`src/rtl/crPkg.sv`:
```
// Types shared by the dual-lane control register block
// Register ids are 5 bits wide; codes not listed here are legal and read as zero
// Address-sized registers are cut to addrWidth inside the banks, not by these types
package crPkg;

	localparam int idWidth = 5;

	// Lane SR comes out of reset with bit 30 set
	localparam logic [63:0] srResetValue = 64'h0000_0000_4000_0000;

	// Control register identifiers
	typedef enum logic [idWidth-1:0]
	{
		SR   = 5'h00,	// Status, per lane
		EXSR = 5'h01,	// Exception status, shared
		PC   = 5'h02,	// Reads return the synthesized PC
		LR   = 5'h03,
		VBR  = 5'h04,	// Vector base, shared
		SPC  = 5'h05,	// Saved PC
		SSP  = 5'h06,	// Saved stack pointer
		GBR  = 5'h07,
		TBR  = 5'h08,
		TEA  = 5'h09,	// Trap address, shared
		MMCR = 5'h0A,	// Only with the MMU
		KRR  = 5'h0B,	// Only with the MMU
		IMM  = 5'h1E,	// Immediate slot, reads zero
		ZZR  = 5'h1F	// Zero register
	} crId;

	// One EX3 write port
	typedef struct packed
	{
		crId         id;
		logic [63:0] value;
		logic        flush;	// EX3 flushed, drop the write
	} crWrite;

	// Private registers of one lane
	// Also used for the trap-side inputs, where gbr and tbr are unused
	typedef struct packed
	{
		logic [63:0] pc;
		logic [63:0] lr;
		logic [63:0] sr;
		logic [63:0] spc;
		logic [63:0] ssp;
		logic [63:0] gbr;
		logic [63:0] tbr;
	} crLaneRegs;

	// Registers shared by both lanes
	// As an input only exsr and tea are taken
	typedef struct packed
	{
		logic [63:0] exsr;
		logic [63:0] vbr;
		logic [63:0] tea;
		logic [63:0] mmcr;
		logic [63:0] krr;
	} crSharedRegs;

	// True when the port writes this register and is not flushed
	function automatic logic writeHit(input crWrite w, input crId id);
		return !w.flush && (w.id == id);
	endfunction

endpackage

```
`src/rtl/crSharedBank.sv`:
```
// Shared control registers and the read ports of both lanes
// Same-cycle writes to one register: lane 2 wins as it is later in program order
// Reads are combinational and see the value before any write in the same cycle
// With enableMmu at 0, MMCR and KRR are not stored and read as zero
module crSharedBank #(
	parameter int addrWidth = 48,
	parameter bit enableMmu = 1'b1
)(
	input  logic               clock,
	input  logic               reset,
	input  logic               hold,
	input  crPkg::crWrite      write1,
	input  crPkg::crWrite      write2,
	input  crPkg::crSharedRegs sharedIn,
	input  crPkg::crLaneRegs   lane1,
	input  crPkg::crLaneRegs   lane2,
	input  crPkg::crId         readId1,
	input  crPkg::crId         readId2,
	input  logic [63:0]        pcNow1,
	input  logic [63:0]        pcNow2,
	output crPkg::crSharedRegs regs,
	output logic [63:0]        readValue1,
	output logic [63:0]        readValue2
);

	logic [63:0]          exsrReg;
	logic [63:0]          teaReg;
	logic [addrWidth-1:0] vbrReg;
	logic [63:0]          mmcrReg;
	logic [63:0]          krrReg;

	logic [63:0] exsrNext;
	logic [63:0] teaNext;
	logic [63:0] vbrNext;
	logic [63:0] mmcrNext;
	logic [63:0] krrNext;

	// Merge both write ports for one register, lane 2 first
	function automatic logic [63:0] mergeWrite(
		input crPkg::crWrite w1,
		input crPkg::crWrite w2,
		input crPkg::crId    id,
		input logic [63:0]   keep
	);
		if (crPkg::writeHit(w2, id))
			return w2.value;
		else if (crPkg::writeHit(w1, id))
			return w1.value;
		return keep;
	endfunction

	// Read mux for one lane
	function automatic logic [63:0] readSelect(
		input crPkg::crId         id,
		input crPkg::crLaneRegs   lane,
		input crPkg::crSharedRegs shared,
		input logic [63:0]        pcNow
	);
		case (id)
			crPkg::SR:   return lane.sr;
			crPkg::EXSR: return shared.exsr;
			crPkg::PC:   return 64'(pcNow[addrWidth-1:0]);	// Synthesized PC, not the register
			crPkg::LR:   return lane.lr;
			crPkg::VBR:  return shared.vbr;
			crPkg::SPC:  return lane.spc;
			crPkg::SSP:  return lane.ssp;
			crPkg::GBR:  return lane.gbr;
			crPkg::TBR:  return lane.tbr;
			crPkg::TEA:  return shared.tea;
			crPkg::MMCR: return enableMmu ? shared.mmcr : 64'd0;
			crPkg::KRR:  return enableMmu ? shared.krr : 64'd0;
			default:     return 64'd0;	// IMM, ZZR and unused codes
		endcase
	endfunction

	// EXSR and TEA fall back to the trap side, the rest hold
	assign exsrNext = mergeWrite(write1, write2, crPkg::EXSR, sharedIn.exsr);
	assign teaNext  = mergeWrite(write1, write2, crPkg::TEA, sharedIn.tea);
	assign vbrNext  = mergeWrite(write1, write2, crPkg::VBR, 64'(vbrReg));
	assign mmcrNext = mergeWrite(write1, write2, crPkg::MMCR, mmcrReg);
	assign krrNext  = mergeWrite(write1, write2, crPkg::KRR, krrReg);

	always_ff @(posedge clock)
	begin
		if (reset)
		begin
			exsrReg <= '0;
			teaReg  <= '0;
			vbrReg  <= '0;
		end
		else if (!hold)
		begin
			exsrReg <= exsrNext;
			teaReg  <= teaNext;
			vbrReg  <= vbrNext[addrWidth-1:0];	// Address-sized
		end
	end

	generate
		if (enableMmu)
		begin : gMmu
			always_ff @(posedge clock)
			begin
				if (reset)
				begin
					mmcrReg <= '0;
					krrReg  <= '0;
				end
				else if (!hold)
				begin
					mmcrReg <= mmcrNext;
					krrReg  <= krrNext;
				end
			end
		end
		else
		begin : gNoMmu
			// No MMU, nothing stored
			assign mmcrReg = '0;
			assign krrReg  = '0;
		end
	endgenerate

	always_comb
	begin
		regs.exsr = exsrReg;
		regs.vbr  = 64'(vbrReg);
		regs.tea  = teaReg;
		regs.mmcr = mmcrReg;
		regs.krr  = krrReg;
	end

	// Same-cycle reads, no forwarding from EX stages
	always_comb
	begin
		readValue1 = readSelect(readId1, lane1, regs, pcNow1);
		readValue2 = readSelect(readId2, lane2, regs, pcNow2);
	end

endmodule

```
`config.mk`:
```
export PLATFORM = sky130hd
export DESIGN_NAME = crSharedBank
export DESIGN_NICKNAME = d
export VERILOG_FILES = /design/src/rtl/crPkg.sv /design/src/rtl/crSharedBank.sv
export SDC_FILE = /design/constraint.sdc
export NUM_CORES = 1
export LEC_CHECK = 0
export ABC_AREA = 0
export BUFFER_PORTS_ARGS = -buffer_cell sky130_fd_sc_hd__buf_2
export CAP_MARGIN = 20
export CORE_AREA = 2 2 762 764
export DETAILED_ROUTE_END_ITERATION = 10
export DIE_AREA = 0 0 764 766
export HOLD_SLACK_MARGIN = 0.15
export PLACE_DENSITY = 0.3
export SLEW_MARGIN = 20
export SYNTH_ARGS = -nofsm -noshare
export SYNTH_HDL_FRONTEND = slang
export SYNTH_SLANG_ARGS = --single-unit
```
`constraint.sdc`:
```
create_clock -name clock -period 1.73 [get_ports clock]
set_input_delay 0.0865 -clock clock [delete_from_list [all_inputs] [get_ports clock]]
set_output_delay 0.0865 -clock clock [all_outputs]
set_load 0.005 [all_outputs]
```
==> flow_summary_export.csv <==
group,metric,value,unit
run_status,status,"finished with violations",
run_status,violations,"negative setup slack",
finish,final_core_util,10.6,%
clocking,cts.sinks,304,
critical_path,cp_slowest_cell,"a222oi_1",
detailed_routing,firstDrtPassIters,6,
hold_path,min_path_type,"in -> reg",
pwr,ir_drop,0.000794,V
die,design.die.area,585000,µm²
global_route,antenna_found_initial,489,
finish,drive_gt1_share,62.2,%
global_route,grt_pass1_wl,632000,µm
sta,hold_ws,0.203,ns
sta,rsz0062_at_grt,"yes",
logic_synthesis,async_flop_share,0,%
pwr,power_leakage,25.5,nW
detailed_routing,drt_iter0_markers,4152,
placement,portBuffers,1576,
die,start_util,3.79,%
clocking,htree_levels,2,
detailed_routing,wl_per_cell,41.5,µm
logic_synthesis,synth_edf_count,0,
sta,fin_ws,-0.873,ns
critical_path,cp.arrival,2.52,ns
logic_synthesis,synth_top_area_share,27.9,%
global_route,track_usage,17.8,%
critical_path,end_kind,"output pin",
finish,final_cell_mix,"buf_2 (1,403), buf_4 (517), dlygate4sd3_1 (396)",
clocking,clock_latency,0.70,ns
detailed_routing,drt_wl_total,547000,µm
sta,period_minus_slack,2.60,ns
critical_path,crit_family,"compound AO/OA/AOI/OAI gates",
logic_synthesis,synth_top_area_cell,"dfxtp_1",
sta,min_period_over_period,150,%
clocking,cts_tree,"done",
sta,worst_pin_slew,1.23,ns
critical_path,critPathMaxStageDelay,0.98,ns
sta,fmax,0.384,GHz
finish,nets,6717,
finish,n_fill_cell,66800,
clocking,cts_made_buffers,47,
clocking,cts.clk_slew.worst_paths,0.06,ns
clocking,max-clock-path-buffers,3,
detailed_routing,vias,40400,
critical_path,path_cells,"buf_6, or3b_4, nor2_4, buf_8, buf_16, a222oi_1, and3_1, nand4_1, buf_12",
detailed_routing,drc,0,
placement,dpl_worst_slack,-1.31,ns
logic_synthesis,syn_inst,2536,
global_route,grt_start_max_net_pins,38,
critical_path,required,1.64,ns
placement,gp_congestion,0.899,
die,core,576000,µm²
logic_synthesis,ys_seq_area_share,27.9,%
logic_synthesis,synth_area_leaders,"dfxtp_1 (28%), a22oi_1 (12%), mux2i_1 (11%), a22o_1 (7.7%), a221oi_1 (7.5%)",
critical_path,startpoint_type,"primary input",
detailed_routing,viasPerCell,3.07,
die,io_pins,1945,
logic_synthesis,ys_types,46,
critical_path,reg2reg_setup_slack,0.10,ns
sta,setup_viol_count_final,202,
global_route,first_global_vias,38000,
die,die_h,766,µm
logic_synthesis,syn_area,21800,µm²
critical_path,crit_type,"in -> out",
pwr,p_total,28.9,mW
pwr,power_density,475,nW/µm²
placement,hpwl,468000,µm
die,die_x,764,µm
sta,slew_violations,0,
clocking,cts_root_buf,"clkbuf_16",
global_route,grt_remaining_overflow,0,
finish,syn_to_final_growth,179,%
critical_path,path_buf_inv,4,
detailed_routing,final_antenna_net_count,0,
finish,final_common_cell,"buf_2",
logic_synthesis,ys_ff_latch,304,
logic_synthesis,synth_ff_type,"dfxtp_1",
finish,register_area,6480,µm²
finish,multi_input_area,17500,µm²
sta,slew_headroom,17.8,%
sta,finalHoldViolations,0,
die,rows,279,
logic_synthesis,synth.avg_cell_area,8.61,µm²
flow_run,cap_violations,0,
logic_synthesis,yosys_warnings,0,
critical_path,crit_fanout,7,
sta,fin_skew,0,ns
## cell type report
type / instances / area share (%)
diodes: 188 / 0.773
clock buffers: 61 / 2.24
inverters: 3 / 0.0267
well taps: 7727 / 15.9
flip-flops and latches: 304 / 10.6
clock inverters: 24 / 0.592
repair buffers: 2913 / 41.0
multi-input cells: 1951 / 28.8
## per-stage QoR
stage                     TNS [ns]  area, µm²  cells
after floorplan             -11.70      22100   2551
final                       -75.21      60900  13200
after global placement     -201.95      45600  12100
after detailed placement   -196.84      45600  12100
after global routing        -82.32      60500  13000
after CTS                   -90.37      58400  12900
## per-layer routing
layer | GRT usage, % | up-vias | wire length, µm
li1 | - | 16100 | -
met1 | 21.8 | 20300 | 225000
met2 | 29.0 | 2772 | 248000
met3 | 6.12 | 900 | 49600
met4 | 5.55 | 288 | 22400
met5 | 0 | - | 1870
## sequential cells by signal (all words and copies together) (netlist names)
name,flops
krrReg,64
vbrReg,48
teaReg,64
mmcrReg,64
exsrReg,64
## Yosys cell counts, drive strengths merged, types with 48 or more instances
library cell,count
a22oi,411
dfxtp,304
mux2i,240
a22o,193
a221oi,187
clkbuf,170
nor2,142
o21ai,139
buf,123
o2bb2ai,112
nor3,103
nand2,87
nand3,79
nand4,49
o21a,48
## path summary, 6_finish.rpt
| path | to | startpoint | depth (start not counted) |
|---|---|---|---|
| min reg2reg | mmcrReg[57]$_SDFFE_PP0P_ | mmcrReg[57]$_SDFFE_PP0P_ | 1 |
| min | mmcrReg[39]$_SDFFE_PP0P_ | write2[40] | 4 |
| max | readValue2[33] | readId2[2] | 9 |
| max reg2reg | exsrReg[48]$_SDFFE_PP0N_ | exsrReg[48]$_SDFFE_PP0N_ | 6 |
## tightest hold or removal path, delay by kind of cell
kind                   cells  cell delay [ns]
AOI/OAI and AO/OA          1             0.08
buffers and inverters      2             0.56
muxes                      1             0.14
## cell families (layout without fill, tap and decap cells)
family | after synthesis | in the layout | synth area share, %
muxes | 240 | 240 | 11.0
AOI/OAI and AO/OA | 1175 | 1175 | 43.4
DFF | 304 | 304 | 27.9
and+or+nand+nor | 520 | 520 | 11.7
buffers and inverters | 296 | 3001 | 6.00
other | 1 | 204 | 0.0172
## power breakdown
part	internal [mW]	switching [mW]	total, mW
registers	7.21	0.645	7.85
logic	3.99	5.50	9.50
clock network	6.85	4.72	11.6
## what timing repair did
item	4_1_cts	5_1_grt
gates cloned	16	7
resized for setup	1056	253
hold buffers	405	3
pin swaps	211	190
endpoints found under the hold margin	304	39
setup endpoints to repair	319	213
setup buffers	244	143
Note: power is estimated with default switching activity, not from simulation.
