--- src/rtl/crPkg.sv ---
// Types shared by the dual-lane control register block
// Register ids are 5 bits wide; codes not listed here are legal and read as zero
// Address-sized registers are cut to addrWidth inside the banks, not by these types
package crPkg;

	localparam int idWidth = 5;

	// Lane SR comes out of reset with bit 30 set
	localparam logic [63:0] srResetValue = 64'h0000_0000_4000_0000;

	// Control register identifiers
	typedef enum logic [idWidth-1:0]
	{
		SR   = 5'h00,	// Status, per lane
		EXSR = 5'h01,	// Exception status, shared
		PC   = 5'h02,	// Reads return the synthesized PC
		LR   = 5'h03,
		VBR  = 5'h04,	// Vector base, shared
		SPC  = 5'h05,	// Saved PC
		SSP  = 5'h06,	// Saved stack pointer
		GBR  = 5'h07,
		TBR  = 5'h08,
		TEA  = 5'h09,	// Trap address, shared
		MMCR = 5'h0A,	// Only with the MMU
		KRR  = 5'h0B,	// Only with the MMU
		IMM  = 5'h1E,	// Immediate slot, reads zero
		ZZR  = 5'h1F	// Zero register
	} crId;

	// One EX3 write port
	typedef struct packed
	{
		crId         id;
		logic [63:0] value;
		logic        flush;	// EX3 flushed, drop the write
	} crWrite;

	// Private registers of one lane
	// Also used for the trap-side inputs, where gbr and tbr are unused
	typedef struct packed
	{
		logic [63:0] pc;
		logic [63:0] lr;
		logic [63:0] sr;
		logic [63:0] spc;
		logic [63:0] ssp;
		logic [63:0] gbr;
		logic [63:0] tbr;
	} crLaneRegs;

	// Registers shared by both lanes
	// As an input only exsr and tea are taken
	typedef struct packed
	{
		logic [63:0] exsr;
		logic [63:0] vbr;
		logic [63:0] tea;
		logic [63:0] mmcr;
		logic [63:0] krr;
	} crSharedRegs;

	// True when the port writes this register and is not flushed
	function automatic logic writeHit(input crWrite w, input crId id);
		return !w.flush && (w.id == id);
	endfunction

endpackage

--- src/rtl/crLaneBank.sv ---
// Private control registers of one lane
// PC, SPC, SSP, GBR and TBR store only addrWidth bits; upper bits read as zero
// A write to PC has no effect, PC always follows the fetch side
// Writes during hold are lost
module crLaneBank #(
	parameter int addrWidth = 48
)(
	input  logic             clock,
	input  logic             reset,
	input  logic             hold,
	input  crPkg::crWrite    write,
	input  crPkg::crLaneRegs laneIn,
	output crPkg::crLaneRegs regs
);

	logic [63:0]          srReg;
	logic [63:0]          lrReg;
	logic [addrWidth-1:0] pcReg;
	logic [addrWidth-1:0] spcReg;
	logic [addrWidth-1:0] sspReg;
	logic [addrWidth-1:0] gbrReg;
	logic [addrWidth-1:0] tbrReg;

	logic hitSr;
	logic hitLr;
	logic hitSpc;
	logic hitSsp;
	logic hitGbr;
	logic hitTbr;

	logic [addrWidth-1:0] writeAddr;	// Write value cut to address size

	// Write decode, only this lane's own registers
	assign hitSr  = crPkg::writeHit(write, crPkg::SR);
	assign hitLr  = crPkg::writeHit(write, crPkg::LR);
	assign hitSpc = crPkg::writeHit(write, crPkg::SPC);
	assign hitSsp = crPkg::writeHit(write, crPkg::SSP);
	assign hitGbr = crPkg::writeHit(write, crPkg::GBR);
	assign hitTbr = crPkg::writeHit(write, crPkg::TBR);

	assign writeAddr = write.value[addrWidth-1:0];

	always_ff @(posedge clock)
	begin
		if (reset)
		begin
			srReg  <= crPkg::srResetValue;
			lrReg  <= '0;
			pcReg  <= '0;
			spcReg <= '0;
			sspReg <= '0;
			gbrReg <= '0;
			tbrReg <= '0;
		end
		else if (!hold)
		begin
			// Trap-owned, load the incoming value unless written
			srReg  <= hitSr ? write.value : laneIn.sr;
			lrReg  <= hitLr ? write.value : laneIn.lr;
			spcReg <= hitSpc ? writeAddr : laneIn.spc[addrWidth-1:0];
			sspReg <= hitSsp ? writeAddr : laneIn.ssp[addrWidth-1:0];

			pcReg  <= laneIn.pc[addrWidth-1:0];

			// Software-owned, keep unless written
			if (hitGbr)
				gbrReg <= writeAddr;
			if (hitTbr)
				tbrReg <= writeAddr;
		end
	end

	// Zero-extend the address registers
	always_comb
	begin
		regs.pc  = 64'(pcReg);
		regs.lr  = lrReg;
		regs.sr  = srReg;
		regs.spc = 64'(spcReg);
		regs.ssp = 64'(sspReg);
		regs.gbr = 64'(gbrReg);
		regs.tbr = 64'(tbrReg);
	end

endmodule

--- config.mk ---
export PLATFORM = sky130hd
export DESIGN_NAME = crLaneBank
export DESIGN_NICKNAME = d
export VERILOG_FILES = /design/src/rtl/crPkg.sv /design/src/rtl/crLaneBank.sv
export SDC_FILE = /design/constraint.sdc
export NUM_CORES = 1
export LEC_CHECK = 0
export BUFFER_PORTS_ARGS = -buffer_cell sky130_fd_sc_hd__buf_2
export CORE_AREA = 3 3 378 380
export DETAILED_ROUTE_END_ITERATION = 7
export DIE_AREA = 0 0 381 383
export PLACE_DENSITY = 0.36
export RECOVER_POWER = 25
export SYNTH_ARGS = -nofsm -noshare
export SYNTH_HDL_FRONTEND = slang
export SYNTH_SLANG_ARGS = --single-unit
--- constraint.sdc ---
create_clock -name clock -period 1.5 [get_ports clock]
set_clock_uncertainty 0.05 [all_clocks]
set_input_delay 0.225 -clock clock [delete_from_list [all_inputs] [get_ports clock]]
set_output_delay 0.225 -clock clock [all_outputs]
set_load 0.02 [all_outputs]
==> results.sh, run 1 <==
export IMPL_layout_min_cycle_time_ns=1.46
export IMPL_cts_sinks=368
export IMPL_yosysSeqAreaShare_pct=43.2
export IMPL_clock_root_buffer="clkbuf_16"
export IMPL_dieWidth_um=381
export IMPL_cp_startpoint="write[69]"
export IMPL_r2r_cells=3
export IMPL_cts_clk_slew_worst_paths_ns=0.06
export IMPL_clock_latency_ns=0.61
export IMPL_grt_max_degree=50
export IMPL_cts_buffers=50
export IMPL_power_switching_mw=8.58
export IMPL_path_buf_inv=3
export IMPL_cp_endpoint="spcReg[10]"
export IMPL_num_rows=137
export IMPL_path_depth=6
export IMPL_initial_core_util_pct=12.2
export IMPL_rr_endpoint="pcReg[43]"
export IMPL_p_leak_nw=11.9
export IMPL_layout_commonest_cell="buf_2"
export IMPL_report_power_total_mw=28.8
export IMPL_viasPerCell=3.88
export IMPL_grt_pass1_vias=19400
export IMPL_syn_inst=1803
export IMPL_required_ns=1.91
export IMPL_arrival_ns=1.88
export IMPL_peakVddDrop_uv=742
export IMPL_antenna_left=0
export IMPL_crit_type="in2reg"
export IMPL_coreArea_um2=140000
export IMPL_synthArstFlopShare_pct=0
export IMPL_cap_violations=0
export IMPL_min_path_type="in2reg"
export IMPL_critical_path_max_stage_delay_ns=0.46
export IMPL_ys_types=30
export IMPL_place_gp_congestion=0.780
export IMPL_cts_setup_buffers=0
export IMPL_gr_total_overflow=0
export IMPL_drc=0
export IMPL_cts_buffer_depth=3
export IMPL_ys_warn_count=0
export IMPL_cts_max_level=2
export IMPL_grt_util_all_layers_pct=14.0
export IMPL_synthTopCellsByArea="dfxtp_1 (43%), a211oi_1 (9.8%), nor2b_1 (8.2%), a2111oi_2 (6.7%), a2111oi_0 (4.9%)"
export IMPL_cts_tree="yes"
export IMPL_worstReg2RegStart="pcReg[43]"
export IMPL_routed_wl_mm=107
export IMPL_port_buffers=712
export IMPL_pwr_share_seq_pct=36.9
export IMPL_fin_hold_ws_ns=0.0546
export IMPL_status="finished clean"
export IMPL_fin_cells=4826
export IMPL_synthFlopType="dfxtp_1"
export IMPL_critPathLaunchType="input port"
export IMPL_grt_pass1_wl_mm=148
export IMPL_cp_max_fo=41
export IMPL_final_period_utilization_pct=97.6
export IMPL_drv_slew=0
export IMPL_crit_slowest_cell="a2111oi_0"
export IMPL_seq_area_um2=7420
export IMPL_hpwl_mm=83.7
export IMPL_die_area_um2=146000
export IMPL_io_pin_count=969
export IMPL_hold_viol=0
export IMPL_synth_top_area_share_pct=43.2
export IMPL_path_cells="buf_2 -> nor4b_4 -> buf_12 -> buf_4 -> a211oi_1 -> a2111oi_0"
export IMPL_path_delay_family="buffers and inverters"
export IMPL_r2r_slack_ns=0.30
export IMPL_ys_ff_latch=368
export IMPL_drtIter0Drc=818
export IMPL_final_cell_mix="buf_2 (610), dfxtp_1 (331), dlygate4sd3_1 (330)"
export IMPL_nNetsFinal=3422
export IMPL_netlist_area_um2=17100
export IMPL_pwr_share_clk_pct=43.5
export IMPL_fmax_mhz=683
export IMPL_worstMarginPinSlew_ns=0.909
export IMPL_postSynthAreaPerCell_um2=9.47
export IMPL_drive_gt1_share_pct=38.3
export IMPL_synth_top_area_cell="dfxtp_1"
export IMPL_synth_edf_count=0
export IMPL_combPwrFrac_pct=19.6
export IMPL_num_vias=18700
export IMPL_area_delta_synth_final_pct=72.3
export IMPL_drt_wirelength_per_cell_um=22.1
export IMPL_fillerInstances=15600
export IMPL_power_density_nw_per_um2=980
export IMPL_dr_pass1_iters=5
export IMPL_maxSlewHeadroom_pct=39.2
export IMPL_finalSetupViolations=0
export IMPL_cp_end_kind="register"
export IMPL_grt_antenna_before_repair=19
export IMPL_intPower_mw=20.2
export IMPL_swShare_pct=29.8
export IMPL_multi_input_area_um2=8350
export IMPL_dp_cells=4395
export IMPL_fp_dieH_um=383
[what timing repair did]
action                                 in CTS  in global routing
hold buffers                              330                  0
gates resized for setup                   146                 31
endpoints found under the hold margin     356                  0
setup endpoints to repair                  86                 24
[Yosys cell counts, drive strengths merged (5+ instances only)]
cell and instances:
dfxtp 368, a2111oi 223, a21oi 96, buf 159, o21ai 96, nor2b 225, clkbuf 137, nand3 96
nor2 113, mux2i 48, and2 5, a211oi 223
[layer usage]
metal / wire length [um] / part of all wire (%) / GRT usage, % / vias up
met3: 8280 / 7.7 / 4.35 / 123
met2: 49000 / 46 / 23.0 / 687
met4: 3160 / 3.0 / 4.44 / 4
met1: 46400 / 43 / 17.4 / 9042
met5: 30 / 0.028 / 0 / -
li1: - / - / - / 8876
[state kept, by name, summed over array words and instances (netlist names)]
name and flops:
gbrReg 48, lrReg 64, pcReg 48, spcReg 48, srReg 64, sspReg 48
tbrReg 48
[power by group through the flow]
| stage | combinational, mW | sequential (mW) | clock, mW |
|---|---|---|---|
| after CTS | 5.78 | 10.6 | 13.1 |
| after floorplan | 1.90 | 11.4 | 0 |
| final | 5.66 | 10.6 | 12.5 |
| after global placement | 4.97 | 10.8 | 0 |
| after global routing | 6.08 | 10.7 | 13.4 |
| after detailed placement | 4.95 | 10.8 | 0 |
[per-stage QoR]
stage	utilization (%)	setup TNS (ns)	instance area [um2]	setup slack (ns)
3_3_place_gp	17.3	-105.79	24200	-0.480
6_report	21.1	0	29400	0.0358
5_1_grt	21.1	-0.0136	29400	-0.0136
2_1_floorplan	-	0	17400	0.00230
3_5_place_dp	17.3	-109.81	24200	-0.526
4_1_cts	21.2	0	29500	0.000486
[worst register-to-register path: cells and delay by family, from the launching register on]
kind / cells / cell delay [ns]
AND/OR/NAND/NOR: 1 / 0.05
multiplexers: 1 / 0.14
buffers and inverters: 1 / 0.55
flip-flops: 1 / 0.31
[layout make-up]
type / count / share of cell area [%]
Clock inverter: 17 / 0.728
Antenna cell: 8 / 0.0681
Clock buffer: 76 / 5.06
Tap cell: 1876 / 7.98
Timing Repair Buffer: 1263 / 32.5
Sequential cell: 368 / 25.2
Multi-Input combinational cell: 1218 / 28.4
[cell families after synthesis]
kind of cell    synth area share (%)
compound gates                  30.1
simple gates                    14.4
flops                           43.2
buf+inv                         9.51
mux                             2.81
other cells                   0.0220
[worst min path at each step]
| stage | depth (start not counted) | start | slack (ns) | endpoint |
|---|---|---|---|---|
| after global routing | 3 | laneIn[375] | 0.03 | lrReg[55] |
| after detailed placement | 3 | laneIn[415] | 0.41 | pcReg[31] |
| after global placement | 3 | laneIn[424] | 0.40 | pcReg[40] |
| after floorplan | 2 | laneIn[384] | 0.32 | pcReg[0] |
| final | 3 | write[49] | 0.05 | lrReg[48] |
| after CTS | 3 | write[49] | 0.0004 | lrReg[48] |
No activity file was read; power rests on OpenSTA's default activity.
==> run 2: changes to the inputs <==
--- a/config.mk
+++ b/config.mk
@@ -6,9 +6,9 @@
 export NUM_CORES = 1
 export LEC_CHECK = 0
 export BUFFER_PORTS_ARGS = -buffer_cell sky130_fd_sc_hd__buf_2
-export CORE_AREA = 3 3 378 380
+export CORE_AREA = 2 2 377 379
 export DETAILED_ROUTE_END_ITERATION = 7
-export DIE_AREA = 0 0 381 383
+export DIE_AREA = 0 0 379 381
 export PLACE_DENSITY = 0.36
 export RECOVER_POWER = 25
 export SYNTH_ARGS = -nofsm -noshare
==> constraint.sdc (replaced) <==
create_clock -name clock -period 1.5 [get_ports clock]
set_clock_uncertainty 0.05 [all_clocks]
set_input_delay 0.075 -clock clock [delete_from_list [all_inputs] [get_ports clock]]
set_output_delay 0.075 -clock clock [all_outputs]
set_load 0.02 [all_outputs]
==> run 2 against run 1 <==
Fmax increased by 0.21%. Setup slack improved by 0.0031 ns. Register-to-register slack got worse by 0.04 ns. Final cell count shrank 0.35%. Sequential share of layout area up 0.25 points. Global-route usage grew 0.29 points. Critical path depth fell by 2. Non-clock buffer count fell by 31. Critical endpoint is now spcReg[7]. Largest cell class unchanged.
==> results.sh, run 2 (synthesis results as in run 1) <==
export IMPL_status="finished clean"
export IMPL_largestRegisters="lrReg: 64 flops, srReg: 64 flops"
export IMPL_combPwrFrac_pct=19.1
export IMPL_intPower_mw=20.0
export IMPL_dr_pass1_iters=5
export IMPL_finalSetupViolations=0
export IMPL_cts_buffer_depth=3
export IMPL_preCtsSetupSlack_ns=-0.300
export IMPL_clock_root_buffer="clkbuf_16"
export IMPL_cp_max_fo=4
export IMPL_gr_total_overflow=0
export IMPL_critPathLaunchType="input port"
export IMPL_drt_wirelength_per_cell_um=22.4
export IMPL_crit_type="in2reg"
export IMPL_pwr_share_seq_pct=36.9
export IMPL_power_density_nw_per_um2=995
export IMPL_maxSlewHeadroom_pct=26.4
export IMPL_layout_min_cycle_time_ns=1.46
export IMPL_hold_viol=0
export IMPL_r2r_slack_ns=0.26
export IMPL_cap_violations=0
export IMPL_multi_input_area_um2=8250
export IMPL_fin_hold_ws_ns=0.00651
export IMPL_initial_core_util_pct=12.1
export IMPL_drtIter0Drc=916
export IMPL_report_power_total_mw=28.8
export IMPL_final_period_utilization_pct=97.4
export IMPL_cts_tree="yes"
export IMPL_cts_clk_slew_worst_paths_ns=0.06
export IMPL_drive_gt1_share_pct=35.3
export IMPL_grt_pass1_vias=19300
export IMPL_antenna_left=0
export IMPL_clock_latency_ns=0.62
export IMPL_port_buffers=712
export IMPL_holdPathStages=3
export IMPL_io_pin_count=969
export IMPL_routed_wl_mm=108
export IMPL_grt_max_degree=62
export IMPL_place_gp_congestion=0.748
export IMPL_cts_buffers=53
export IMPL_drc=0
export IMPL_num_vias=18700
export IMPL_drv_slew=0
export IMPL_layout_commonest_cell="buf_2"
export IMPL_area_delta_synth_final_pct=69.3
export IMPL_power_switching_mw=8.75
export IMPL_fillerInstances=15700
export IMPL_worstHoldEndpoint="spcReg[3]"
export IMPL_final_cell_mix="buf_2 (709), dfxtp_1 (368), dlygate4sd3_1 (348)"
export IMPL_dieWidth_um=379
export IMPL_cts_max_level=2
export IMPL_fmax_mhz=684
export IMPL_seq_area_um2=7370
export IMPL_worstReg2RegStart="pcReg[26]"
export IMPL_grt_util_all_layers_pct=14.3
export IMPL_die_area_um2=144000
export IMPL_swShare_pct=30.4
export IMPL_fp_dieH_um=381
export IMPL_pwr_share_clk_pct=44.0
export IMPL_holdCritStartpoint="laneIn[195]"
export IMPL_hpwl_mm=81.2
export IMPL_coreArea_um2=141000
export IMPL_required_ns=1.88
export IMPL_min_path_type="in2reg"
export IMPL_worstMarginPinSlew_ns=1.10
export IMPL_r2r_cells=3
export IMPL_num_rows=138
export IMPL_cts_sinks=368
export IMPL_nNetsFinal=3394
export IMPL_p_leak_nw=11.7
export IMPL_viasPerCell=3.89
export IMPL_peakVddDrop_uv=758
export IMPL_grt_pass1_wl_mm=148
export IMPL_rr_endpoint="pcReg[26]"
export IMPL_worst_slack_ns=0.0389
export IMPL_grt_antenna_before_repair=16
export IMPL_arrival_ns=1.84
export IMPL_rsz0062_at_grt="false"
export IMPL_cp_end_kind="register"
export IMPL_cts_setup_buffers=0
==> run 2: cell count changes in the layout (fill, tap and decap cells not counted), moves of 22 or more <==
cell,previous run,this run
a2111oi_0,117,139
buf_2,610,709
buf_4,226,97
buf_6,27,0
dfxtp_1,331,368
dfxtp_2,33,0
==> run 2: timing repair <==
item                                   in CTS  in global routing
setup endpoints to repair                   0                  1
endpoints found under the hold margin     368                  0
gates resized for setup                     0                  1
hold buffers                              348                  0
==> run 2: power groups by stage <==
stage                     combinational [mW]  sequential (mW)  clock [mW]
after floorplan                         1.90             11.4           0
after global placement                  4.92             10.8           0
after detailed placement                4.90             10.8           0
after CTS                               5.67             10.6        13.2
after global routing                    5.92             10.7        13.5
final                                   5.49             10.6        12.7
==> run 2: worst max-delay path by stage <==
stage	from	cells past startpoint	endpoint	slack, ns
after floorplan	hold	5	tbrReg[27]	0.12
after global placement	write[69]	6	lrReg[29]	-0.29
after detailed placement	write[69]	6	sspReg[34]	-0.30
after CTS	gbrReg[0]	1	regs[64]	0.02
after global routing	write[69]	6	gbrReg[7]	0.02
final	write[8]	4	spcReg[7]	0.04
==> run 2: final cells by class <==
class / count / area share (%)
clock buffers: 78 / 5.48
diodes: 6 / 0.0520
flip-flops and latches: 368 / 25.5
repair buffers: 1232 / 31.8
multi-input cells: 1218 / 28.6
clock inverters: 17 / 0.463
well taps: 1890 / 8.18
==> run 2: through the flow <==
stage | cell area, um2 | cells | util, % | TNS, ns
floorplan | 17400 | 1882 | - | 0
detailed placement | 23900 | 4360 | 17.0 | -57.00
CTS | 29100 | 4803 | 20.7 | 0
global placement | 23900 | 4360 | 17.0 | -53.51
finish | 28900 | 4809 | 20.6 | 0
global route | 28900 | 4807 | 20.6 | 0
==> run 2: routing by layer <==
layer	vias to the layer above	wire [um]	GRT usage, %
li1	8805	-	-
met1	9099	46800	17.9
met2	672	48400	22.7
met3	133	9420	5.16
met4	6	3050	4.40
met5	-	37	0
==> run 2: worst max-delay path: stages <==
cell and delay (ns):
dlygate4sd3_1 0.54, buf_2 0.15, nor2_1 0.83, a2111oi_0 0.25
==> run 3: changes to the inputs <==
--- a/config.mk
+++ b/config.mk
@@ -9,7 +9,7 @@
 export CORE_AREA = 2 2 377 379
 export DETAILED_ROUTE_END_ITERATION = 7
 export DIE_AREA = 0 0 379 381
-export PLACE_DENSITY = 0.36
+export PLACE_DENSITY = 0.3
 export RECOVER_POWER = 25
 export SYNTH_ARGS = -nofsm -noshare
 export SYNTH_HDL_FRONTEND = slang
==> run 3 against run 2 <==
Fmax down 4.3%. Die area unchanged. Final cell count up 0.17%. Power up 1.2%. The flow now finishes with violations (setup timing). Routed wire length up 2.1%. Largest power group unchanged. Via count down 0.43%. Sequential cell count unchanged.
==> results.sh, run 3 (synthesis results as in run 1) <==
export IMPL_status="finished, violations left"
export IMPL_violations="setup timing"
export IMPL_path_cells="buf_2 -> nor4_4 -> buf_12 -> buf_12 -> a211oi_1 -> a2111oi_2 -> dlygate4sd3_1"
export IMPL_initial_core_util_pct=12.1
export IMPL_fillerInstances=15800
export IMPL_power_switching_mw=8.83
export IMPL_grt_antenna_before_repair=21
export IMPL_area_delta_synth_final_pct=70.8
export IMPL_dr_pass1_iters=4
export IMPL_critPathLaunchType="input port"
export IMPL_cts_sinks=368
export IMPL_place_gp_congestion=0.755
export IMPL_grt_util_all_layers_pct=14.6
export IMPL_grt_pass1_wl_mm=152
export IMPL_drt_wirelength_per_cell_um=22.8
export IMPL_preCtsSetupSlack_ns=-0.354
export IMPL_worstMarginPinSlew_ns=0.983
export IMPL_multi_input_area_um2=8440
export IMPL_crit_top_cell="buf_12"
export IMPL_worst_slack_ns=-0.0272
export IMPL_min_path_type="in2reg"
export IMPL_drv_slew=0
export IMPL_routed_wl_mm=110
export IMPL_combPwrFrac_pct=19.2
export IMPL_hpwl_mm=83.3
export IMPL_fin_hold_ws_ns=0.0524
export IMPL_cts_max_level=2
export IMPL_final_period_utilization_pct=102
export IMPL_pwr_share_clk_pct=44.5
export IMPL_hold_viol=0
export IMPL_gr_total_overflow=0
export IMPL_report_power_total_mw=29.1
export IMPL_largestRegisters="lrReg: 64 flops, srReg: 64 flops"
export IMPL_cts_buffer_depth=3
export IMPL_p_leak_nw=11.8
export IMPL_pwr_share_seq_pct=36.4
export IMPL_drtIter0Drc=867
export IMPL_postLayoutCoreUtil_pct=20.7
export IMPL_cp_end_kind="register"
export IMPL_dp_cells=4333
export IMPL_fin_area_um2=29200
export IMPL_die_area_um2=144000
export IMPL_num_rows=138
export IMPL_maxSlewHeadroom_pct=34.2
export IMPL_place_area_um2=23600
export IMPL_fp_dieH_um=381
export IMPL_dieWidth_um=379
export IMPL_finalSetupViolations=1
export IMPL_antenna_left=0
export IMPL_grt_max_degree=67
export IMPL_layout_commonest_cell="buf_2"
export IMPL_intPower_mw=20.3
export IMPL_clock_root_buffer="clkbuf_16"
export IMPL_fin_cells=4817
export IMPL_swShare_pct=30.3
export IMPL_seq_area_um2=7370
export IMPL_path_buf_inv=4
export IMPL_path_delay_family="buffers and inverters"
export IMPL_rsz0062_at_grt="true"
export IMPL_arrival_ns=2.05
export IMPL_fmax_mhz=655
export IMPL_clock_latency_ns=0.61
export IMPL_cts_clk_slew_worst_paths_ns=0.06
export IMPL_crit_type="in2reg"
export IMPL_cap_violations=0
export IMPL_final_cell_mix="buf_2 (711), dlygate4sd3_1 (374), dfxtp_1 (366)"
export IMPL_critical_path_max_stage_delay_ns=0.60
export IMPL_power_density_nw_per_um2=998
export IMPL_num_vias=18600
export IMPL_grt_pass1_vias=19400
export IMPL_peakVddDrop_uv=766
export IMPL_drive_gt1_share_pct=35.4
export IMPL_cts_tree="yes"
export IMPL_io_pin_count=969
export IMPL_layout_min_cycle_time_ns=1.53
export IMPL_nNetsFinal=3399
export IMPL_coreArea_um2=141000
export IMPL_drc=0
export IMPL_final_setup_tns_ns=-0.0272
export IMPL_r2r_slack_ns=0.07
export IMPL_cp_max_fo=25
export IMPL_crit_slowest_cell="dlygate4sd3_1"
export IMPL_cts_buffers=52
export IMPL_required_ns=2.02
export IMPL_port_buffers=712
export IMPL_viasPerCell=3.87
-- run 3: changes by cell type in the layout (fill, tap and decap cells not counted), moves of 4 or more --
cell | previous run | this run
a2111oi_0 | 139 | 96
a2111oi_1 | 33 | 51
a2111oi_2 | 51 | 76
buf_12 | 66 | 59
buf_4 | 97 | 85
clkinv_2 | 9 | 3
diode_2 | 6 | 10
dlygate4sd3_1 | 348 | 374
-- run 3: worst register-to-register path: stages (launching register included) --
cell           delay (ns)
dfxtp_1              0.33
nor2b_1              0.05
a2111oi_2            0.34
dlygate4sd3_1        0.60
-- run 3: cell type report --
cell class | count | share of cell area [%]
antenna | 10 | 0.0858
clock buffer | 79 | 5.26
clock inverter | 14 | 0.665
multi-input combinational | 1218 | 28.9
sequential | 368 | 25.3
tap | 1890 | 8.11
timing repair buffer | 1238 | 31.7
-- run 3: layer usage --
metal / global-route usage, % / vias to the layer above / part of all wire, %
met5: 0 / - / 0.035
met4: 3.84 / 6 / 2.4
met3: 5.51 / 118 / 8.8
met2: 23.7 / 636 / 46
met1: 18.0 / 9044 / 43
li1: - / 8831 / -
-- run 3: power groups by stage --
stage / Clock (mW) / Sequential (mW) / Combinational [mW]
finish: 12.9 / 10.6 / 5.58
detailed placement: 0 / 10.8 / 4.84
floorplan: 0 / 11.4 / 1.90
CTS: 13.5 / 10.6 / 5.68
global route: 13.8 / 10.6 / 6.00
global placement: 0 / 10.8 / 4.88
-- run 3: what timing repair did --
action                     CTS  global route
pin swaps                    0             2
setup buffers                0             4
cloned                       0             1
hold endpoints to repair   368             0
hold buffers               376             0
setup endpoints to repair    2            16
resized for setup            2             4
-- run 3: path summary, 6_finish.rpt --
path                                   end  cells past startpoint       start
worst min-delay path             tbrReg[0]                      5   write[66]
worst max register to register   lrReg[53]                      3   lrReg[53]
worst max-delay path             lrReg[53]                      7   write[67]
worst min register to register  gbrReg[39]                      2  gbrReg[39]
